### src/hw/input_port_pkg.sv
`default_nettype none

package input_port_pkg;

    //////////////////////////////////////////////////////////////////////
    // packet field widths
    //////////////////////////////////////////////////////////////////////
    localparam int PACKET_BITS    = 97;
    localparam int PAYLOAD_BITS   = 64;
    localparam int LEAF_BITS      = 6;
    localparam int PORT_BITS      = 4;
    localparam int ADDR_BITS      = 7;
    localparam int BANK_ADDR_BITS = ADDR_BITS - 1;  // lsb picks the bank
    localparam int USER_BITS      = 32;

    // field positions, msb down
    localparam int VALID_POS = PACKET_BITS - 1;       // 96
    localparam int LEAF_LSB  = VALID_POS - LEAF_BITS; // 95..90
    localparam int PORT_LSB  = LEAF_LSB - PORT_BITS;  // 89..86
    localparam int ADDR_LSB  = PAYLOAD_BITS;          // 70..64, 85..71 unused

    //////////////////////////////////////////////////////////////////////
    // vector types
    //////////////////////////////////////////////////////////////////////
    typedef logic [PACKET_BITS-1:0]    packet_t;
    typedef logic [PAYLOAD_BITS-1:0]   payload_t;
    typedef logic [ADDR_BITS-1:0]      slot_addr_t;
    typedef logic [BANK_ADDR_BITS-1:0] bank_addr_t;
    typedef logic [LEAF_BITS-1:0]      leaf_t;
    typedef logic [PORT_BITS-1:0]      port_t;
    typedef logic [USER_BITS-1:0]      user_word_t;
    typedef logic [31:0]               count_t;      // stats counters

    // drain sequencer, read then look at the flag
    typedef enum logic {
        seq_issue,
        seq_check
    } seq_state_t;

endpackage

`default_nettype wire

### src/hw/packet_decoder.sv
`timescale 1ns/1ps
`default_nettype none

module packet_decoder #(
    parameter int port_no = 2              // this port's number
) (
    input  wire                          clk_user,
    input  wire                          reset_user,
    input  wire input_port_pkg::packet_t din_leaf,   // raw packet from the tree
    output logic                         wr_en,
    output input_port_pkg::slot_addr_t   wr_addr,
    output input_port_pkg::payload_t     wr_payload
);
    import input_port_pkg::*;

    logic       pkt_vld;
    port_t      pkt_port;
    slot_addr_t pkt_addr;
    payload_t   pkt_payload;
    logic       pkt_hit;

    // field split
    assign pkt_vld     = din_leaf[VALID_POS];
    assign pkt_port    = din_leaf[PORT_LSB +: PORT_BITS];
    assign pkt_addr    = din_leaf[ADDR_LSB +: ADDR_BITS];
    assign pkt_payload = din_leaf[PAYLOAD_BITS-1:0];

    // accept only valid packets for this port, leaf already routed by the tree
    assign pkt_hit = pkt_vld && (pkt_port == port_t'(port_no));

    always_ff @(posedge clk_user) begin
        if (reset_user) begin
            wr_en <= 1'b0;
        end else begin
            wr_en <= pkt_hit;               // one cycle after arrival
        end
    end

    // address and payload ride along, only meaningful with wr_en
    always_ff @(posedge clk_user) begin
        if (pkt_hit) begin
            wr_addr    <= pkt_addr;
            wr_payload <= pkt_payload;
        end
    end

endmodule

`default_nettype wire

### config.mk
export PLATFORM = sky130hd
export DESIGN_NAME = packet_decoder
export DESIGN_NICKNAME = d
export VERILOG_FILES = /design/src/hw/input_port_pkg.sv /design/src/hw/packet_decoder.sv
export SDC_FILE = /design/constraint.sdc
export NUM_CORES = 1
export LEC_CHECK = 0
export BUFFER_PORTS_ARGS = -buffer_cell sky130_fd_sc_hd__buf_2
export CORE_ASPECT_RATIO = 0.7
export CORE_MARGIN = 4
export CORE_UTILIZATION = 30
export DETAILED_ROUTE_END_ITERATION = 16
export PLACE_DENSITY_LB_ADDON = 0.05
export SYNTH_ARGS = -nofsm -noshare
export SYNTH_HDL_FRONTEND = slang
export SYNTH_SLANG_ARGS = --single-unit
### constraint.sdc
create_clock -name clk_user -period 6.8 [get_ports clk_user]
set_input_delay 0 -clock clk_user [delete_from_list [all_inputs] [get_ports clk_user]]
set_output_delay 0 -clock clk_user [all_outputs]
set_load 0.03 [all_outputs]
==> reports/qor.yml <==
cts:
  postCtsSetupBuffers: 0
  clock_path_buffers: 2
  cts-resized-gates: 0
  numCtsBuffers: 9
  htree_levels: 3
  cts_tree: "done"
  clkTransAtPathRegs_ns: 0.06
  cts.sinks: 72
  clock-root-buffer: "clkbuf_8"
pwr:
  leakage_nw: 1.64
  power_uw: 833
  vdd_drop_max_mv: 0.120
  power_density_nw_per_um2: 211
yosys:
  avgSynthCellArea_sq_um: 29.1
  syn_area_sq_um: 2210
  synth-seq-area-share_pct: 97.5
  ys_ff_latch: 72
  synth_cell_types: 6
  yosysWarnings: 0
  synth_cells: 76
  syn_nets: 175
run_status:
  outcome: "complete, no violations"
timing:
  setup_viol: 0
  final_hold_viol_count: 0
  fmax_mhz: 579
  final_max_slew_viol_count: 0
  fin_setup_tns_ns: 0
  period_share_pct: 25.4
  fin_ws_ns: 5.07
  rsz0062_at_grt: "no"
  fin_crit_ns: 1.73
  slew_headroom_pct: 43.2
  timing_worst_slew_pin_value_ns: 0.852
floorplanning:
  start_util_pct: 31.8
  die_w_microns: 111
  die_h_microns: 79.8
  ios: 171
  coreArea_sq_um: 6940
  num_rows: 25
  die-area_sq_um: 8820
worst_setup_path:
  endpoint_kind: "register"
  crit_type: "in -> reg"
  cp-start-kind: "primary input"
  cp.arrival_ns: 1.68
  critPathMaxFanout: 71
  required_ns: 6.75
routing:
  top_layer: "met4"
  drt-met1-wl_mm: 2.14
  firstDrtPassIters: 4
  num_vias: 1607
  routed_via_density: 3.96
  wl_mm: 5.60
  drc: 0
  met2_length_mm: 2.87
  drt-wirelength-per-cell_microns: 13.8
  drtIter0Drc: 69
  wl_met3_microns: 495
  antenna_left: 0
layout:
  areaGrowthSynthToFinish_pct: 78.8
  drive_gt1_share_pct: 51.9
  fin_util_pct: 56.9
  final_common_cell: "buf_2"
  stdcell_count: 406
  antenna_cells: 0
  nNetsFinal: 409
  layout_common_cells: "buf_2, dlygate4sd3_1, edfxtp_1, clkbuf_8, clkinv_1"
global_routing:
  grt_use_total_pct: 13.4
  antenna_found_initial: 0
  grt_pass1_wl_mm: 8.98
  grt_max_degree: 72
  grt_pass1_vias: 1795
  grt_remaining_overflow: 0
placed_design:
  dpl.cell_count: 320
  post-place-ws_ns: 5.21
  port_buffers: 149
  gp_congestion: 0.676
hold_path:
  hold_depth: 2
  hp-class: "in -> reg"
job:
  maxCapViolCount: 0
==> final timing paths <==
path,slack [ns],to,from
max,5.07,wr_payload[51],din_leaf[89]
min,0.38,wr_payload[1],din_leaf[1]
==> what timing repair did <==
item / in CTS / in global routing
endpoints found under the hold margin: 72 / 0
hold buffers: 73 / 0
endpoints found under the setup margin: 0 / 0
==> layout make-up <==
type                            instances  area, sq um
Timing Repair Buffer                  223         1480
Clock inverter                          4         15.0
Clock buffer                            9          124
Sequential cell                        72         2150
Fill cell                             574         3000
Tap cell                               94          118
Multi-Input combinational cell          4         56.3
==> cell families (layout without fill, tap and decap cells) <==
group	count (synthesis)	after routing	share of synthesized area, %
buffers and inverters	0	236	0
and+or+nand+nor	4	4	2.55
DFF	72	72	97.5
==> synthesized netlist by cell type (all sizes together) <==
master	count	area, sq um
dfxtp	1	20.0
nor4	1	12.5
edfxtp	71	2130
nand2b	2	20.0
nor4b	1	23.8
==> sequential cells by signal, summed over array words and instances (netlist names) <==
signal and cells:
wr_addr 7, wr_en 1, wr_payload 64
==> worst max-delay path: stages <==
cell and delay (ns):
dlygate4sd3_1 0.53, buf_2 0.14, nor4b_4 0.26, buf_4 0.72
==> power by group <==
part | internal [mW] | switching, mW | leakage [nW] | total, mW
registers | 0.497 | 0.00176 | 0.649 | 0.498
clock network | 0.121 | 0.131 | 0.0710 | 0.252
logic | 0.0485 | 0.0347 | 0.919 | 0.0832
total | 0.666 | 0.167 | 1.64 | 0.833
==> layer usage <==
| layer | up-vias | track usage [%] |
|---|---|---|
| met5 | - | 0 |
| met4 | 0 | 6.03 |
| met3 | 8 | 6.36 |
| met2 | 90 | 23.0 |
| met1 | 738 | 14.1 |
| li1 | 771 | - |
==> metrics by stage <==
| stage | area (sq um) | hold WS, ns |
|---|---|---|
| 3_5_place_dp | 3080 | 0.178 |
| 5_1_grt | 3950 | 0.354 |
| 2_1_floorplan | 2210 | 0.0710 |
| 6_report | 3950 | 0.378 |
| 3_3_place_gp | 3080 | 0.176 |
| 4_1_cts | 3950 | 0.347 |
No activity file was read; power rests on OpenSTA's default activity.
