===== src/hw/input_port_pkg.sv =====
`default_nettype none

package input_port_pkg;

    //////////////////////////////////////////////////////////////////////
    // packet field widths
    //////////////////////////////////////////////////////////////////////
    localparam int PACKET_BITS    = 97;
    localparam int PAYLOAD_BITS   = 64;
    localparam int LEAF_BITS      = 6;
    localparam int PORT_BITS      = 4;
    localparam int ADDR_BITS      = 7;
    localparam int BANK_ADDR_BITS = ADDR_BITS - 1;  // lsb picks the bank
    localparam int USER_BITS      = 32;

    // field positions, msb down
    localparam int VALID_POS = PACKET_BITS - 1;       // 96
    localparam int LEAF_LSB  = VALID_POS - LEAF_BITS; // 95..90
    localparam int PORT_LSB  = LEAF_LSB - PORT_BITS;  // 89..86
    localparam int ADDR_LSB  = PAYLOAD_BITS;          // 70..64, 85..71 unused

    //////////////////////////////////////////////////////////////////////
    // vector types
    //////////////////////////////////////////////////////////////////////
    typedef logic [PACKET_BITS-1:0]    packet_t;
    typedef logic [PAYLOAD_BITS-1:0]   payload_t;
    typedef logic [ADDR_BITS-1:0]      slot_addr_t;
    typedef logic [BANK_ADDR_BITS-1:0] bank_addr_t;
    typedef logic [LEAF_BITS-1:0]      leaf_t;
    typedef logic [PORT_BITS-1:0]      port_t;
    typedef logic [USER_BITS-1:0]      user_word_t;
    typedef logic [31:0]               count_t;      // stats counters

    // drain sequencer, read then look at the flag
    typedef enum logic {
        seq_issue,
        seq_check
    } seq_state_t;

endpackage

`default_nettype wire


===== src/hw/port_counters.sv =====
`timescale 1ns/1ps
`default_nettype none

module port_counters (
    input  wire                      clk_user,
    input  wire                      reset_user,
    input  wire                      done_mode,   // freezes the stats
    input  wire                      fifo_full,
    input  wire                      fifo_empty,
    input  wire                      vld_user,
    input  wire                      ack_user,
    output input_port_pkg::count_t   full_cnt,
    output input_port_pkg::count_t   empty_cnt,
    output input_port_pkg::count_t   read_cnt,
    output logic                     stall
);
    import input_port_pkg::*;

    logic counting;

    assign counting = !done_mode;

    // user wants data but the queue has none
    assign stall = counting && ack_user && fifo_empty;

    always_ff @(posedge clk_user) begin
        if (reset_user) begin
            full_cnt  <= '0;
            empty_cnt <= '0;
            read_cnt  <= '0;
        end else if (counting) begin
            if (fifo_full)            full_cnt  <= full_cnt + 1'b1;   // cycles full
            if (fifo_empty)           empty_cnt <= empty_cnt + 1'b1;  // cycles empty
            if (vld_user && ack_user) read_cnt  <= read_cnt + 1'b1;   // words taken
        end
    end

endmodule

`default_nettype wire


===== config.mk =====
export PLATFORM = sky130hd
export DESIGN_NAME = port_counters
export DESIGN_NICKNAME = d
export VERILOG_FILES = /design/src/hw/input_port_pkg.sv /design/src/hw/port_counters.sv
export SDC_FILE = /design/constraint.sdc
export NUM_CORES = 1
export LEC_CHECK = 0
export ABC_AREA = 1
export ABC_CLOCK_PERIOD_IN_PS = 1800
export BUFFER_PORTS_ARGS = -buffer_cell sky130_fd_sc_hd__buf_2
export CORE_MARGIN = 3
export CORE_UTILIZATION = 55
export DETAILED_ROUTE_END_ITERATION = 7
export HOLD_SLACK_MARGIN = 0.12
export PLACE_DENSITY = 0.82
export RECOVER_POWER = 25
export SLEW_MARGIN = 15
export SYNTH_ARGS = -nofsm -noshare
export SYNTH_HDL_FRONTEND = slang
export SYNTH_SLANG_ARGS = --single-unit

===== constraint.sdc =====
create_clock -name clk_user -period 1.8 [get_ports clk_user]
set_input_delay 0.27 -clock clk_user [delete_from_list [all_inputs] [get_ports clk_user]]
set_output_delay 0.27 -clock clk_user [all_outputs]
set_load 0.1 [all_outputs]

==> flow_summary.toml <==
[logic_synthesis]
ys_types = 32
synth-simple-area-share = 0.429
syn_inst = 806
synth_area_um2 = 5190
synth_compound_area_frac = 0.0844
synthMuxAreaShare = 0
async_reset_ff_frac = 0
synth_edf_count = 0
synth_top_family_by_area = "simple AND/OR/NAND/NOR gates"
ys.flop_type = "dfxtp_1"
synth_fa_ha_area_frac = 0.00723
ys_ff_latch = 96
synth_sequential_area_ratio = 0.370
yosys_warnings = 0
synth_xor_area_frac = 0.0287
syn_nets = 816
syn_area_per_cell_um2 = 6.44

[sta]
finalHoldViolCount = 0
fmax_mhz = 610
max_slew_margin = 0.389
rsz0062_at_grt = "no"
finalSetupTns_ns = 0
tightest_slew_ns = 0.917
finalClockSkew_ns = 0.0179
slew_viol_final = 0
setup_viol = 0
post-route-period-util = 0.910
min_period_ns = 1.64

[worst_setup_path]
cp_slowest_cell = "dfxtp_1"
crit_buf_inv = 1
cp_data_arrival_time_ns = 1.88
cp.required_ns = 2.04
path_cells = "ha_1 > inv_1 > nor2_1 > nand2_1 > nor2_1 > nand2_1 > o21ai_0 > a21oi_1"
worstSetupPathType = "flop to flop"
startpoint_type = "flop"
cpLargestDelayFamily = "simple AND/OR/NAND/NOR gates"
slowest_delay_ns = 0.40
crit_path_end_kind = "flop"
path_max_fanout = 4

[floorplan]
coreArea_um2 = 8930
initial_core_util = 0.581
die_area_um2 = 10600
ioPinCount = 104
rows = 34
die_width_um = 103
dieHeight_um = 103

[clock_network]
cts_buffers = 9
clock-sinks = 96
holdBufCountCts = 0
insertion_delay_ns = 0.37
cts_buffer_depth = 2
ctsResizeCount = 0
clkTransAtPathRegs_ns = 0.09
cts_tree = "done"
cts_setup_buffers = 0
clockRootBuffer = "clkbuf_8"
htreeDepth = 3

[global_route]
grt-ovfl-total = 0
grt_pass1_vias = 5128
antenna_found_initial = 0
grt_use_total = 0.274
grt_pass1_wl_um = 23600
grt_max_degree = 33

[power_and_ir_drop]
p_per_area_nw_per_um2 = 636
leakage_nw = 2.61
finalPower_w = 0.00389
peakVddDrop_uv = 358

[routing]
drtIter0Drc = 308
antenna_left = 0
routed_wl_um = 14400
wl_per_cell_um = 14.0
drcViolationCount = 0
via_per_inst = 5.42
vias = 5569
firstDrtPassIters = 6

[place]
place.gp.congestion = 0.973
port_buffers = 103
hpwlAfterDp_um = 11000

[finish]
most-common-layout-cells = "207 x nand2_1, 177 x nor2_1, 99 x inv_1, 93 x buf_2, 73 x dfxtp_2"
finalNetCount = 925
layout_commonest_cell = "nand2_1"
fill_cells = 813
drive_gt1_frac = 0.241
diodes = 0
area_growth_syn_to_layout_pct = 17.7

[outcome]
status = "finished, final reports clean"

[job]
timing.max_cap.violations = 0

[min_path]
hold_class = "input pin to flop"
[worst paths after layout]
kind / endpoint / start / slack [ns] / depth (start not counted)
worst min register to register: empty_cnt[13] / empty_cnt[13] / 0.46 / 1
worst min-delay path: full_cnt[0] / fifo_full / 0.25 / 3
worst max register to register: read_cnt[10] / read_cnt[0] / 0.16 / 8
worst max-delay path: read_cnt[10] / read_cnt[0] / 0.16 / 8
[power by group]
part | internal, W | switching, W | total [W]
Clock | 0.000730 | 0.000795 | 0.00152
Sequential | 0.00213 | 0.0000117 | 0.00214
Combinational | 0.0000454 | 0.000178 | 0.000223
[per-stage QoR]
stage	cell area (µm²)	worst slack (ns)	instances	hold slack [ns]	util
3_3_place_gp	5960	0.196	1012	0.432	0.667
4_1_cts	6170	0.184	1028	0.285	0.691
6_report	6110	0.161	1028	0.251	0.684
3_5_place_dp	5960	0.123	1012	0.443	0.667
5_1_grt	6110	0.00186	1028	0.262	0.684
2_1_floorplan	5300	0.00296	806	0.459	-
[flip-flops by register name (all words and copies together), names as in the netlist]
signal     cells
empty_cnt     32
full_cnt      32
read_cnt      32
[synthesized netlist by cell type, types with 3 or more instances]
master	count	area share
nand2_1	205	0.15
nor2_1	174	0.13
inv_1	99	0.072
dfxtp_1	96	0.37
nand3_1	53	0.051
a21oi_1	33	0.032
o21ai_0	31	0.030
nand4_1	23	0.028
nor2_4	11	0.024
xor2_1	11	0.019
a31oi_1	8	0.0096
clkbuf_1	8	0.0058
nor2_2	7	0.0084
nor3_1	6	0.0058
xnor2_1	6	0.010
nand2_2	4	0.0048
o21a_1	4	0.0058
o21bai_1	4	0.0058
ha_1	3	0.0072
nand3_4	3	0.010
nor3b_1	3	0.0043
[area by class of cell]
cell class / count / area [µm²] / share of cell area
Clock inverter: 5 / 61.3 / 0.0100
Sequential cell: 96 / 2020 / 0.331
Timing Repair Buffer: 108 / 548 / 0.0897
Tap cell: 108 / 135 / 0.0221
Inverter: 101 / 382 / 0.0625
Multi-Input combinational cell: 599 / 2810 / 0.460
Clock buffer: 11 / 151 / 0.0248
[cells by family after synthesis]
family,after synthesis
AND/OR/NAND/NOR,498
adder cells (fa/ha/maj),3
buffers and inverters,111
flip-flops,96
XOR/XNOR,17
AO/OA/AOI/OAI,81
[worst reg2reg max path: cells and delay by family, from the launching register on]
kind,cells,cell delay (ns)
buffers and inverters,1,0.06
AOI/OAI and AO/OA,2,0.31
DFF,1,0.40
and+or+nand+nor,4,0.53
adders and majority gates,1,0.21
[per-layer routing]
| layer | track usage | vias up | share of wire |
|---|---|---|---|
| li1 | - | 2765 | - |
| met2 | 0.490 | 213 | 0.50 |
| met1 | 0.342 | 2560 | 0.41 |
| met4 | 0.0956 | 0 | 0.023 |
| met3 | 0.0284 | 31 | 0.067 |
| met5 | 0 | - | 0 |
No activity file was read; power rests on OpenSTA's default activity.
