**src/hw/input_port_pkg.sv**
```systemverilog
`default_nettype none

package input_port_pkg;

    //////////////////////////////////////////////////////////////////////
    // packet field widths
    //////////////////////////////////////////////////////////////////////
    localparam int PACKET_BITS    = 97;
    localparam int PAYLOAD_BITS   = 64;
    localparam int LEAF_BITS      = 6;
    localparam int PORT_BITS      = 4;
    localparam int ADDR_BITS      = 7;
    localparam int BANK_ADDR_BITS = ADDR_BITS - 1;  // lsb picks the bank
    localparam int USER_BITS      = 32;

    // field positions, msb down
    localparam int VALID_POS = PACKET_BITS - 1;       // 96
    localparam int LEAF_LSB  = VALID_POS - LEAF_BITS; // 95..90
    localparam int PORT_LSB  = LEAF_LSB - PORT_BITS;  // 89..86
    localparam int ADDR_LSB  = PAYLOAD_BITS;          // 70..64, 85..71 unused

    //////////////////////////////////////////////////////////////////////
    // vector types
    //////////////////////////////////////////////////////////////////////
    typedef logic [PACKET_BITS-1:0]    packet_t;
    typedef logic [PAYLOAD_BITS-1:0]   payload_t;
    typedef logic [ADDR_BITS-1:0]      slot_addr_t;
    typedef logic [BANK_ADDR_BITS-1:0] bank_addr_t;
    typedef logic [LEAF_BITS-1:0]      leaf_t;
    typedef logic [PORT_BITS-1:0]      port_t;
    typedef logic [USER_BITS-1:0]      user_word_t;
    typedef logic [31:0]               count_t;      // stats counters

    // drain sequencer, read then look at the flag
    typedef enum logic {
        seq_issue,
        seq_check
    } seq_state_t;

endpackage

`default_nettype wire

```
**src/hw/read_sequencer.sv**
```systemverilog
`timescale 1ns/1ps
`default_nettype none

module read_sequencer (
    input  wire                             clk_user,
    input  wire                             reset_user,
    // bank read data, one cycle after rd_addr
    input  wire                             rd_flag_even,
    input  wire                             rd_flag_odd,
    input  wire input_port_pkg::payload_t   rd_payload_even,
    input  wire input_port_pkg::payload_t   rd_payload_odd,
    input  wire                             fifo_full,
    // bank drain port
    output input_port_pkg::bank_addr_t      rd_addr,
    output logic                            clr_even,
    output logic                            clr_odd,
    // to the payload FIFO
    output logic                            push,
    output input_port_pkg::payload_t        push_payload,
    output logic                            freespace_update  // one credit back
);
    import input_port_pkg::*;

    seq_state_t state;
    slot_addr_t drain_ptr;      // next slot in address order
    logic       sel_odd;        // bank of the current slot
    logic       sel_flag;
    logic       drain;

    //////////////////////////////////////////////////////////////////////
    // slot select
    //////////////////////////////////////////////////////////////////////
    assign sel_odd  = drain_ptr[0];
    assign rd_addr  = drain_ptr[ADDR_BITS-1:1];   // same row in both banks
    assign sel_flag = sel_odd ? rd_flag_odd : rd_flag_even;

    assign push_payload = sel_odd ? rd_payload_odd : rd_payload_even;

    // drain only a filled slot and only with room downstream
    assign drain = (state == seq_check) && sel_flag && !fifo_full;

    assign push             = drain;
    assign freespace_update = drain;    // credit leaves with the push
    assign clr_even         = drain && !sel_odd;
    assign clr_odd          = drain && sel_odd;

    //////////////////////////////////////////////////////////////////////
    // FSM and pointer
    //////////////////////////////////////////////////////////////////////
    always_ff @(posedge clk_user) begin
        if (reset_user) begin
            state     <= seq_issue;
            drain_ptr <= '0;
        end else begin
            case (state)
                seq_issue: begin
                    state <= seq_check;         // read in flight
                end
                seq_check: begin
                    state <= seq_issue;         // retry same slot if not drained
                    if (drain) begin
                        drain_ptr <= drain_ptr + 1'b1;  // wraps after 127
                    end
                end
                default: begin
                    state <= seq_issue;
                end
            endcase
        end
    end

endmodule

`default_nettype wire

```
**config.mk**
```make
export PLATFORM = sky130hd
export DESIGN_NAME = read_sequencer
export DESIGN_NICKNAME = d
export VERILOG_FILES = /design/src/hw/input_port_pkg.sv /design/src/hw/read_sequencer.sv
export SDC_FILE = /design/constraint.sdc
export NUM_CORES = 1
export LEC_CHECK = 0
export ABC_AREA = 1
export BUFFER_PORTS_ARGS = -buffer_cell sky130_fd_sc_hd__buf_2
export CORE_AREA = 2 2 80 82
export CTS_BUF_LIST = sky130_fd_sc_hd__clkbuf_8
export CTS_CLUSTER_SIZE = 12
export DETAILED_ROUTE_END_ITERATION = 10
export DIE_AREA = 0 0 82 84
export PLACE_DENSITY = 0.68
export SYNTH_ARGS = -nofsm -noshare
export SYNTH_HDL_FRONTEND = slang
export SYNTH_SLANG_ARGS = --single-unit
```
**constraint.sdc**
```tcl
create_clock -name clk_user -period 2.4 [get_ports clk_user]
set_input_delay 0.48 -clock clk_user [delete_from_list [all_inputs] [get_ports clk_user]]
set_output_delay 0.48 -clock clk_user [all_outputs]
set_load 0.005 [all_outputs]
```
==> reports/metrics.yaml <==
cells_and_area:
  layout-drive-gt1-share: 0.4785
  finalNetCount: 602
  stdcell_count: 544
  synthToLayoutAreaGrowth_pct: 79.66
  nFillCells: 693
critical_path:
  end_kind: "primary output"
  path_cells: "buf_4, nand2_1, nand2_1, buf_2"
  crit_type: "reg2out"
  crit_family: "buffers and inverters"
  critPathLaunchType: "register"
  max_stage_delay_ns: 0.41
  critPathArrivalTime_ns: 1.38
  cpMostUsedCell: "nand2_1"
  worstPathRequired_ns: 1.92
  crit_buf_inv: 2
  critPathSlowestCell: "dfxtp_2"
  crit_path_max_fanout: 40
floorplan:
  num_io_pins: 207
  die_area_um2: 6888
  die_width_um: 82
  die_y_um: 84
  fp-row-count: 29
  coreArea_um2: 6096
  start_util: 0.2149
place:
  gp_congestion: 0.7427
  dp_cells: 540
  dp_hpwl_mm: 4.677
  placement.io_buffers: 206
job:
  cap_violations: 0
yosys:
  seq_area_frac_synth: 0.1223
  ys_ff_latch: 8
  synthesis.nets: 410
  synth_area_leaders: "nand2_1 (58%), dfxtp_1 (12%), buf_4 (7.4%)"
  yosys.cell_types.count: 17
  synthesis.area_um2: 1310
  yosysTopAreaCellShare: 0.5845
  syn_inst: 276
  synth-warning-count: 0
  yosysTopAreaCell: "nand2_1"
  synth.avg_cell_area_um2: 4.746
global_route:
  antenna_found_initial: 1
  grt_first_pass_wirelength_mm: 8.866
  grt_max_degree: 41
  track_usage: 0.1565
  grt-ovfl-total: 0
  grt_pass1_vias: 2142
routing:
  post-route-drc-count: 0
  first_pass_iters: 4
  drtIter0Drc: 27
  via_count: 2262
  antenna_left: 0
  wl_mm: 5.740
  wl_per_cell_um: 10.55
  drt-vias-per-instance: 4.158
clock_network:
  root_buffer: "clkbuf_8"
  clock_latency_ns: 0.24
  clk_path_buf_depth: 2
  hold_buffers: 0
  cts_tree: "done"
  path_clk_slew_ns: 0.04
  cts_resized: 0
  numCtsBuffers: 3
  cts_max_level: 1
  clock_sinks: 8
  cts_setup_buffers: 0
sta:
  fmax_mhz: 538.5
  setup_viol: 0
  worstMarginPinSlew_ns: 0.3873
  hold_viol: 0
  fin_crit_ns: 1.857
  slew_viol_final: 0
  finalSetupTns_ns: 0
  slew_headroom: 0.7418
  min_period_over_period: 0.7737
  rsz0062_at_grt: "no"
  clock_skew_ns: 0.005994
power_and_ir_drop:
  p_comb_frac: 0.535
  power_density_nw_per_um2: 279.1
  leakagePower_nw: 1.609
  internal_power_mw: 0.4276
  max-vdd-ir-drop_mv: 0.1694
  sw_frac_of_total: 0.3490
  p_total_mw: 0.6568
  net-switching-power_mw: 0.2292
  seqPwrFrac: 0.212
  clockPowerShare: 0.253
min_path:
  hold_path.class: "reg2reg"
status:
  status: "finished, final reports clean"
-- stage by stage --
step | instance area (um^2) | hold slack [ns] | worst slack, ns | util
final | 2354 | 0.4223 | 0.5431 | 0.3861
after global placement | 2310 | 0.4019 | 0.6728 | 0.3789
after CTS | 2351 | 0.4249 | 0.5520 | 0.3857
after floorplan | 1310 | 0.3884 | 0.9574 | -
after global routing | 2354 | 0.4400 | 0.4536 | 0.3861
after detailed placement | 2310 | 0.4194 | 0.6758 | 0.3789
-- synth_stat cells, drive strengths merged --
library cell and instances:
nand3 7, nand2 207, ha 1, clkbuf 1, o21ai 1, buf 22, nor2 16, a21oi 5
inv 8, dfxtp 8
-- cell type report --
class	count	area, um^2	area share
timing repair buffer	210	1061	0.4508
multi-input combinational	237	960.9	0.4083
sequential	8	161.4	0.06858
tap	77	96.34	0.04094
clock buffer	3	41.29	0.01754
inverter	8	30.03	0.01276
antenna	1	2.502	0.001063
-- sequential cells by signal, indices dropped and copies added (netlist names) --
register,flops
drain_ptr,7
state,1
-- cell families after synthesis --
family	Yosys count	synth area share
AND/OR/NAND/NOR	230	0.6982
flip-flops	8	0.1223
AO/OA/AOI/OAI	6	0.02579
adder cells (fa/ha/maj)	1	0.009550
buffers and inverters	31	0.1442
-- layer usage --
layer,track usage,vias up,part of all wire
met2,0.2846,98,0.51
met4,0.06818,0,0.021
met5,0,-,0
met3,0.02489,11,0.068
li1,-,1194,-
met1,0.1732,959,0.40
-- layout by cell type, fill, tap and decap left out --
cell type    n
nand2_2      1
nor2_2       1
a21oi_1      4
inv_1        7
diode_2      1
ha_1         1
clkbuf_8     3
nor2_1      12
o21ai_0      1
a21oi_2      1
buf_4        4
nand3_1      7
dfxtp_1      7
inv_2        1
buf_2      206
nor2_4       3
nand2_1    204
nand2_4      2
dfxtp_2      1
-- worst paths after layout --
check / to / depth (start not counted) / startpoint / slack, ns
max: push_payload[40] / 4 / drain_ptr[0] / 0.54
min: state / 1 / state / 0.42
max reg2reg: drain_ptr[6] / 7 / drain_ptr[0] / 0.84
min reg2reg: state / 1 / state / 0.42
-- power by group through the flow --
stage / registers [mW] / clock network (mW) / logic (mW)
global placement: 0.141 / 0 / 0.350
floorplan: 0.139 / 0 / 0.151
detailed placement: 0.141 / 0 / 0.353
CTS: 0.139 / 0.170 / 0.356
global route: 0.139 / 0.177 / 0.398
finish: 0.139 / 0.166 / 0.352
Note: power is estimated with default switching activity, not from simulation.
