<file path="config.mk">
export PLATFORM = sky130hd
export DESIGN_NAME = width_converter
export DESIGN_NICKNAME = d
export VERILOG_FILES = /design/src/hw/input_port_pkg.sv /design/src/hw/width_converter.sv
export SDC_FILE = /design/constraint.sdc
export NUM_CORES = 1
export LEC_CHECK = 0
export ABC_AREA = 1
export ABC_CLOCK_PERIOD_IN_PS = 4700
export BUFFER_PORTS_ARGS = -buffer_cell sky130_fd_sc_hd__buf_2
export CAP_MARGIN = 40
export CORE_UTILIZATION = 46
export DETAILED_ROUTE_END_ITERATION = 8
export GPL_TIMING_DRIVEN = 0
export PLACE_DENSITY_LB_ADDON = 0.08
export SYNTH_ARGS = -nofsm -noshare
export SYNTH_HDL_FRONTEND = slang
export SYNTH_SLANG_ARGS = --single-unit
</file>
<file path="constraint.sdc">
create_clock -name clk_user -period 4.7 [get_ports clk_user]
set_clock_uncertainty 0.2 [all_clocks]
set_input_delay 0.235 -clock clk_user [delete_from_list [all_inputs] [get_ports clk_user]]
set_output_delay 0.235 -clock clk_user [all_outputs]
set_load 0.02 [all_outputs]
</file>
<file path="src/hw/input_port_pkg.sv">
`default_nettype none

package input_port_pkg;

    //////////////////////////////////////////////////////////////////////
    // packet field widths
    //////////////////////////////////////////////////////////////////////
    localparam int PACKET_BITS    = 97;
    localparam int PAYLOAD_BITS   = 64;
    localparam int LEAF_BITS      = 6;
    localparam int PORT_BITS      = 4;
    localparam int ADDR_BITS      = 7;
    localparam int BANK_ADDR_BITS = ADDR_BITS - 1;  // lsb picks the bank
    localparam int USER_BITS      = 32;

    // field positions, msb down
    localparam int VALID_POS = PACKET_BITS - 1;       // 96
    localparam int LEAF_LSB  = VALID_POS - LEAF_BITS; // 95..90
    localparam int PORT_LSB  = LEAF_LSB - PORT_BITS;  // 89..86
    localparam int ADDR_LSB  = PAYLOAD_BITS;          // 70..64, 85..71 unused

    //////////////////////////////////////////////////////////////////////
    // vector types
    //////////////////////////////////////////////////////////////////////
    typedef logic [PACKET_BITS-1:0]    packet_t;
    typedef logic [PAYLOAD_BITS-1:0]   payload_t;
    typedef logic [ADDR_BITS-1:0]      slot_addr_t;
    typedef logic [BANK_ADDR_BITS-1:0] bank_addr_t;
    typedef logic [LEAF_BITS-1:0]      leaf_t;
    typedef logic [PORT_BITS-1:0]      port_t;
    typedef logic [USER_BITS-1:0]      user_word_t;
    typedef logic [31:0]               count_t;      // stats counters

    // drain sequencer, read then look at the flag
    typedef enum logic {
        seq_issue,
        seq_check
    } seq_state_t;

endpackage

`default_nettype wire

</file>
<file path="src/hw/width_converter.sv">
`timescale 1ns/1ps
`default_nettype none

module width_converter #(
    parameter int fifo_depth = 8           // 64-bit words held
) (
    input  wire                           clk_user,
    input  wire                           reset_user,
    input  wire                           push,
    input  wire input_port_pkg::payload_t push_payload,
    input  wire                           ack_user,
    output logic                          fifo_full,
    output logic                          fifo_empty,
    output input_port_pkg::user_word_t    dout_user,
    output logic                          vld_user
);
    import input_port_pkg::*;

    localparam int PTR_BITS = (fifo_depth > 1) ? $clog2(fifo_depth) : 1;
    localparam int CNT_BITS = $clog2(fifo_depth + 1);

    payload_t            fifo_mem [fifo_depth];
    logic [PTR_BITS-1:0] wr_ptr;
    logic [PTR_BITS-1:0] rd_ptr;
    logic [CNT_BITS-1:0] word_cnt;   // 64-bit words stored
    logic                half_hi;    // next half to hand out
    logic                wr_go;
    logic                load;       // take a half into dout_user
    logic                pop;        // last half of the head word taken

    assign fifo_full  = (word_cnt == CNT_BITS'(fifo_depth));
    assign fifo_empty = (word_cnt == '0);

    assign wr_go = push && !fifo_full;

    // load rule: data waiting and the output slot is free or being taken
    assign load = !fifo_empty && (ack_user || !vld_user);
    assign pop  = load && half_hi;

    //////////////////////////////////////////////////////////////////////
    // write side
    //////////////////////////////////////////////////////////////////////
    always_ff @(posedge clk_user) begin
        if (wr_go) fifo_mem[wr_ptr] <= push_payload;
    end

    always_ff @(posedge clk_user) begin
        if (reset_user) begin
            wr_ptr   <= '0;
            rd_ptr   <= '0;
            word_cnt <= '0;
            half_hi  <= 1'b0;
        end else begin
            if (wr_go) begin
                wr_ptr <= (wr_ptr == PTR_BITS'(fifo_depth - 1)) ? '0 : wr_ptr + 1'b1;
            end
            if (pop) begin
                rd_ptr <= (rd_ptr == PTR_BITS'(fifo_depth - 1)) ? '0 : rd_ptr + 1'b1;
            end
            if (load) half_hi <= !half_hi;   // low, high, low ...
            case ({wr_go, pop})
                2'b10:   word_cnt <= word_cnt + 1'b1;
                2'b01:   word_cnt <= word_cnt - 1'b1;
                default: word_cnt <= word_cnt;   // both or neither
            endcase
        end
    end

    //////////////////////////////////////////////////////////////////////
    // user side
    //////////////////////////////////////////////////////////////////////
    always_ff @(posedge clk_user) begin
        if (load) begin
            dout_user <= half_hi ? fifo_mem[rd_ptr][USER_BITS +: USER_BITS]
                                 : fifo_mem[rd_ptr][0 +: USER_BITS];
        end
    end

    always_ff @(posedge clk_user) begin
        if (reset_user) begin
            vld_user <= 1'b0;
        end else if (load) begin
            vld_user <= 1'b1;
        end else if (ack_user) begin
            vld_user <= 1'b0;       // taken, nothing behind it
        end
    end

endmodule

`default_nettype wire

</file>
==> results.md, run 1 <==
- Top post-synthesis cells by area: edfxtp_1, inv_1, nand3_1
- Post-Layout Cell Count: between 2k and 3k
- CTS tree: done
- Vias: 14.4k
- Clk pin slew, worst setup/hold paths: about 60 ps
- Synthesized area: ~23,000 sq um
- Hold crit path type: in2reg
- Max Root-Sink Buffers: 3
- Post-synth ARST share: 0
- Setup CP Type: reg2reg
- GRT Total Usage: 0.249
- Final core occ: 0.562
- H-tree depth: 2
- Initial antenna violation count: 2
- Vias in the first global route: 14.2k
- Global-route wire length before repair: roughly 91,000 um
- Commonest cells in the netlist: edfxtp_1, inv_1, nand3_1, nand2_1, a21oi_1
- Sequential share of the synthesized area: 0.735
- Final Hold Fails: 0
- Pre-CTS WS: ~1900 ps
- Slew @ Worst Pin: about 870 ps
- Worst Path Required: between 4000 and 5000 ps
- Total CTS buffers: 59
- Max Cap Viol: 0
- Initial DRT Pass Iterations: 5
- Vias per inst: 5.31
- Status: complete, no violations
- Largest net degree at the start of global routing: 33
- Setup TNS: 0 ps
- IO Port Bufs: just over 100
- Mapped Cells: between 1.5k and 2k
- Leakage Power: 9.88 nW
- CP Capture Type: flop
- Number of top-level pins: just over 100
- Share of cells above drive strength 1: 0.141
- Setup violators final: 0
- Main synth FF type: edfxtp_1
- Post-CTS Setup Bufs: 0
- Clk Latency, worst-skew pair: 610 ps
- Final net count: between 2k and 2.5k
- Site row count: 80
- Initial drt markers: around 1.2k
- Critical path arrival: just under 3000 ps
- Filler Cell Count: 4,040
- Drt wl/cell: approximately 23 um
- Hpwl dp: approximately 40,000 um
- Synth warn: 0
- Core area: about 48,000 sq um
- Power density over cell area: ~550 nW/um^2
- Max VDD drop: 0.343 mV
- Synth top area share: 0.722
- Final min period: ~2800 ps
- Total wire length: around 60,000 um
- Final Instance Area: 27,000 sq um
- Die Span Y: around 220 um
- Crit path cell chain: inv_1, nand3_1, nand3_1, nor2_4, buf_12, buf_16, buf_16
- Crit path max fanout: 21
- Cell family with most CP delay: simple AND/OR/NAND/NOR gates
- Worst Setup Slack, final: about 1900 ps
- Routed Antenna Nets: 0
- Die W: between 200 and 250 um
- Clock sink total: about 560
- Post-synth EDFFs: about 540
- Area grow syn2layout: 19.5%
- Critical path buffers and inverters: 4
- Post_cts resized: 0
- Count leader, synth: edfxtp_1
- Global route overflow: 0
- Avg Cell Area, Syn: approximately 13 sq um
- Placed cells: approximately 2.5k
- Placement Cell Area: approximately 25,000 sq um
- CP max stage cell: nor2_4
- GP Congestion: between 0.7 and 0.8
- Slowest cell delay on critical path: 710 ps
- Root cell of the clock tree: clkbuf_16
- Synth Register Bits: between 500 and 600
- Pins Over Slew Limit: 0
- Slew Limit Headroom: 0.418
- Yosys cell types: 23
- Die Area: 50,100 sq um
- Max Clk Rate: 0.351 GHz
- Post-synth top area cell: edfxtp_1
- RSZ-0062 raised after global routing: false
- Initial core utilization: 0.470
- Syn Nets: 1,826
- Critical path startpoint category: flop
- Drt drc: 0
- Period utilisation layout: 0.606
-- metrics by stage --
stage / power, mW / hold slack [ps]
global placement: 10.5 / 285
finish: 14.8 / 229
global route: 15.4 / 229
detailed placement: 10.6 / 293
floorplan: 8.77 / 107
CTS: 14.9 / 194
-- power by group --
part	total (mW)	switching, mW	leakage [nW]	internal (mW)
logic	4.33	3.04	3.94	1.29
clock network	4.27	1.86	0.849	2.41
registers	6.21	0.119	5.09	6.10
-- logic make-up after synthesis --
| family | after synthesis | synth area share |
|---|---|---|
| AOI/OAI and AO/OA | 400 | 0.103 |
| xor gates and xnor gates | 2 | 0.000774 |
| adders and majority gates | 7 | 0.00387 |
| buffers and inverters | 383 | 0.0797 |
| DFF | 559 | 0.735 |
| and+or+nand+nor | 400 | 0.0775 |
-- placed cells by master (no fill, tap or decap), types with 3 or more instances in the layout --
cell,instances
o21ai_1,64
buf_4,4
buf_2,122
dlygate4sd3_1,68
clkbuf_16,61
ha_1,7
a21oi_2,3
buf_12,15
dfxtp_1,15
nand2_1,179
inv_1,276
nor2_1,13
nor2_4,8
clkbuf_2,11
a21oi_1,132
buf_6,38
clkinv_2,9
edfxtp_1,544
nand3_1,199
o21ai_0,72
o211ai_1,128
clkinv_1,15
buf_16,10
buf_1,11
buf_8,4
clkbuf_1,36
-- worst paths after layout --
kind | start | endpoint | slack (ps) | cells past startpoint
setup reg to reg | word_cnt[2] | fifo_mem[4][18] | 1850 | 7
hold reg to reg | rd_ptr[1] | rd_ptr[1] | 300 | 2
hold / removal | push_payload[5] | fifo_mem[3][5] | 230 | 2
setup / recovery | word_cnt[2] | fifo_mem[4][18] | 1850 | 7
-- routing by layer --
layer | global-route usage | wire length (um) | up-vias
li1 | - | - | 6760
met5 | 0 | 12 | -
met2 | 0.412 | 29600 | 437
met1 | 0.343 | 26600 | 7084
met3 | 0.0321 | 3530 | 109
met4 | 0.0764 | 1490 | 2
-- registers in the layout, summed over array words and instances (netlist names), named ones only --
signal / count
word_cnt: 4
fifo_mem: 512
vld_user: 1
rd_ptr: 3
dout_user: 32
wr_ptr: 3
half_hi: 1
-- layout make-up --
type | instances | area [sq um] | share of cell area
antenna | 1 | 2.50 | 0.0000925
buffer | 105 | 759 | 0.0281
clock buffer | 78 | 1590 | 0.0588
clock inverter | 27 | 148 | 0.00546
inverter | 278 | 1040 | 0.0386
multi-input combinational | 809 | 4250 | 0.157
sequential | 559 | 16600 | 0.615
tap | 656 | 821 | 0.0303
timing repair buffer | 197 | 1790 | 0.0663
-- timing repair --
item | 4_1_cts | 5_1_grt
hold endpoints to repair | 527 | 0
setup endpoints to repair | 0 | 0
hold buffers | 68 | 0
(Power assumes the default switching activity.)
==> run 2, diff against run 1 <==
--- a/config.mk
+++ b/config.mk
@@ -5,8 +5,8 @@
 export SDC_FILE = /design/constraint.sdc
 export NUM_CORES = 1
 export LEC_CHECK = 0
-export ABC_AREA = 1
-export ABC_CLOCK_PERIOD_IN_PS = 4700
+export ABC_AREA = 0
+export ABC_CLOCK_PERIOD_IN_PS = 2300
 export BUFFER_PORTS_ARGS = -buffer_cell sky130_fd_sc_hd__buf_2
 export CAP_MARGIN = 40
 export CORE_UTILIZATION = 46
==> constraint.sdc (replaced) <==
create_clock -name clk_user -period 2.3 [get_ports clk_user]
set_clock_uncertainty 0.2 [all_clocks]
set_input_delay 0.115 -clock clk_user [delete_from_list [all_inputs] [get_ports clk_user]]
set_output_delay 0.115 -clock clk_user [all_outputs]
set_load 0.02 [all_outputs]
==> run 2 against run 1 <==
Against the previous run: critical path depth increased by 3; critical path type unchanged; synthesized cell count fell by 49%; highest routed layer is now met4; the flow now finishes with violations (setup timing); count of clock-buffer cells in the layout decreased by 6; flip-flop and latch count unchanged; sequential share of layout area is 2.8 points higher; clock power up 110%; non-clock buffer count fell by 21; largest cell class unchanged; design area decreased by 4.3%; first-iteration DRC count is 30% lower.
==> results.md, run 2 <==
- Status: complete, but fails checks
- Failing checks: setup timing
- Max VDD drop: 0.602 mV (+75%)
- Final net count: 1,269 (-39%)
- Post-synth ARST share: 0 (unchanged)
- GP Congestion: 0.693 (-13%)
- Total CTS buffers: 57 (-3.4%)
- Hold crit path type: in2reg
- Clk pin slew, worst setup/hold paths: 60 ps (about the same)
- Root cell of the clock tree: clkbuf_16
- Power density over cell area: 1000 nW/um^2 (+83%)
- CTS tree: done
- Max FFs per register: 512 (unchanged)
- Syn Nets: 975 (-47%)
- Critical path arrival: 2720 ps (-250 ps)
- Leakage Power: 8.51 nW (-14%)
- Largest registers: fifo_mem (512), dout_user (32), word_cnt (4)
- Count leader, synth: edfxtp_1
- Setup TNS: -167 ps (-167 ps)
- Sequential share of the synthesized area: 0.799 (+0.0644)
- Period utilisation layout: 1.04 (+0.434)
- Initial core utilization: 0.469 (-0.00154)
- Crit path max fanout: 5 (-76%)
- Pins Over Slew Limit: 0 (unchanged)
- Synth top area share: 0.785 (+0.0632)
- Setup violators final: 2 (+2)
- GRT Total Usage: 0.208 (-0.0407)
- Vias per inst: 5.51 (+3.8%)
- Largest net degree at the start of global routing: 23 (-30%)
- Clk Latency, worst-skew pair: 600 ps (about the same)
- Pre-CTS WS: -654 ps (-2510 ps)
- Synth warn: 0 (unchanged)
- Site row count: 77 (-3.8%)
- Vias: 10.1k (-30%)
- Number of top-level pins: 103 (unchanged)
- Initial drt markers: 815 (-30%)
- Initial DRT Pass Iterations: 5 (unchanged)
- Max Root-Sink Buffers: 3 (unchanged)
- Slew @ Worst Pin: 770 ps (-101 ps)
- Top post-synthesis cells by area: edfxtp_1, mux4_2, a22oi_1
- Avg Cell Area, Syn: 23.1 sq um (+79%)
- Synth Register Bits: 559 (unchanged)
- RSZ-0062 raised after global routing: true
- Routed Antenna Nets: 0 (unchanged)
- Commonest cells after routing, fill and taps aside: edfxtp_1, mux4_2, buf_2
- Final Hold Fails: 0 (unchanged)
- Share of cells above drive strength 1: 0.347 (+0.206)
- Core area: 44,400 sq um (-7.8%)
- IO Port Bufs: 102 (unchanged)
- Hold depth: 3 (+1)
- Post-synth top area cell: edfxtp_1
- Initial antenna violation count: 1 (-1)
- Die Area: 46,100 sq um (-8.0%)
- Hpwl dp: 30,100 um (-24%)
- Drt wl/cell: 25.4 um (+13%)
- Final core occ: 0.583 (+0.0210)
- Worst Path Required: 2630 ps (-2190 ps)
- Synthesized area: 20,800 sq um (-8.1%)
- Slew Limit Headroom: 0.487 (+0.0687)
- Setup CP Type: reg2reg
- Mapped Cells: 900 (-49%)
- Global-route wire length before repair: 69,700 um (-23%)
- Worst Setup Slack, final: -91.8 ps (-1940 ps)
- Die Span Y: 215 um (-4.1%)
- CP Capture Type: flop
- Yosys cell types: 32 (+39%)
- Global route overflow: 0 (unchanged)
- Largest reg by FF count: fifo_mem
- Critical path startpoint category: flop
- Post-synth EDFFs: 544 (unchanged)
- Clock sink total: 559 (unchanged)
- H-tree depth: 2 (unchanged)
- Total wire length: 46,600 um (-24%)
- Most common cell after layout, fill and taps aside: edfxtp_1
- Commonest cells in the netlist: edfxtp_1, mux4_2, a22oi_1, nand2_1, clkbuf_1
- Vias in the first global route: 10.7k (-25%)
- Final min period: 2390 ps (-457 ps)
- R2R depth: 10 (+3)
- Area grow syn2layout: 24.4%
- Die W: 215 um (-4.1%)
- Main synth FF type: edfxtp_1
- Max Cap Viol: 0 (unchanged)
- Drt drc: 0 (unchanged)
- Max Clk Rate: 0.418 GHz (+19%)
==> run 2: cell count changes in the layout (fill, tap and decap cells not counted), moves of 14 or more <==
cell      change
nand2_1     -141
nand3_1     -198
a21oi_1     -126
a22oi_1      +59
inv_1       -276
o21ai_1      -64
buf_2        -14
o21ai_0      -71
mux4_2      +128
buf_8        +19
buf_6        -17
o211ai_1    -128
==> run 2: layer usage <==
metal	wire length (um)	GRT usage	part of all wire	vias up
li1	-	-	-	4427
met1	20700	0.298	0.44	5358
met2	22700	0.333	0.49	245
met3	2310	0.0405	0.050	62
met4	808	0.0457	0.017	0
met5	0	0	0	-
==> run 2: critical path, stage by stage, from the launching register on <==
cell and delay, ps:
dfxtp_4 350, nor4_4 320, nand3b_1 200, inv_2 80, ha_4 180, xor2_1 150, ha_1 190, a21oi_2 110
xor2_1 80, or3_1 330, a21oi_2 130
==> run 2: cells by family (layout without fill, tap and decap cells) <==
group / count (synthesis) / after routing / synth area share
AND/OR/NAND/NOR: 75 / 75 / 0.0172
adder cells (fa/ha/maj): 7 / 7 / 0.00421
AO/OA/AOI/OAI: 77 / 77 / 0.0268
flip-flops: 559 / 559 / 0.799
XOR/XNOR: 4 / 4 / 0.00168
buffers and inverters: 47 / 385 / 0.0106
other: 0 / 1 / 0
multiplexers: 131 / 131 / 0.140
==> run 2: final timing paths <==
path | from | end | slack (ps)
max | word_cnt[3] | word_cnt[2] | -90
min | ack_user | dout_user[30] | 50
max reg2reg | word_cnt[3] | word_cnt[2] | -90
min reg2reg | rd_ptr[2] | flop | 280
==> run 2: what timing repair did <==
item	in CTS	in global routing
setup endpoints to repair	362	35
endpoints found under the hold margin	528	0
gates resized for setup	49	21
pin swaps	8	4
hold buffers	67	0
setup buffers	18	2
==> run 2: metrics by stage <==
| step | cell area (sq um) | total power, mW | instances | hold WS, ps |
|---|---|---|---|---|
| floorplan | 20900 | 15.1 | 900 | -15.9 |
| global placement | 22200 | 16.4 | 1594 | 119 |
| detailed placement | 23000 | 16.9 | 1640 | 126 |
| CTS | 25800 | 26.2 | 1828 | 10.2 |
| global route | 25900 | 26.9 | 1831 | 58.6 |
| finish | 25900 | 26.0 | 1831 | 53.0 |
==> run 2: power breakdown <==
| part | internal (mW) | switching, mW | leakage, nW |
|---|---|---|---|
| Clock | 5.32 | 3.71 | 0.883 |
| Sequential | 12.1 | 0.243 | 5.08 |
| Combinational | 2.04 | 2.60 | 2.55 |
| Total | 19.4 | 6.55 | 8.51 |
==> run 2: area by class of cell <==
type | instances | area, sq um
diodes | 1 | 2.50
flip-flops and latches | 559 | 16600
plain buffers | 46 | 345
clock buffers | 72 | 1530
clock inverters | 31 | 287
fillers | 3236 | 18500
inverters | 1 | 3.75
well taps | 592 | 741
multi-input cells | 294 | 4120
repair buffers | 235 | 2210
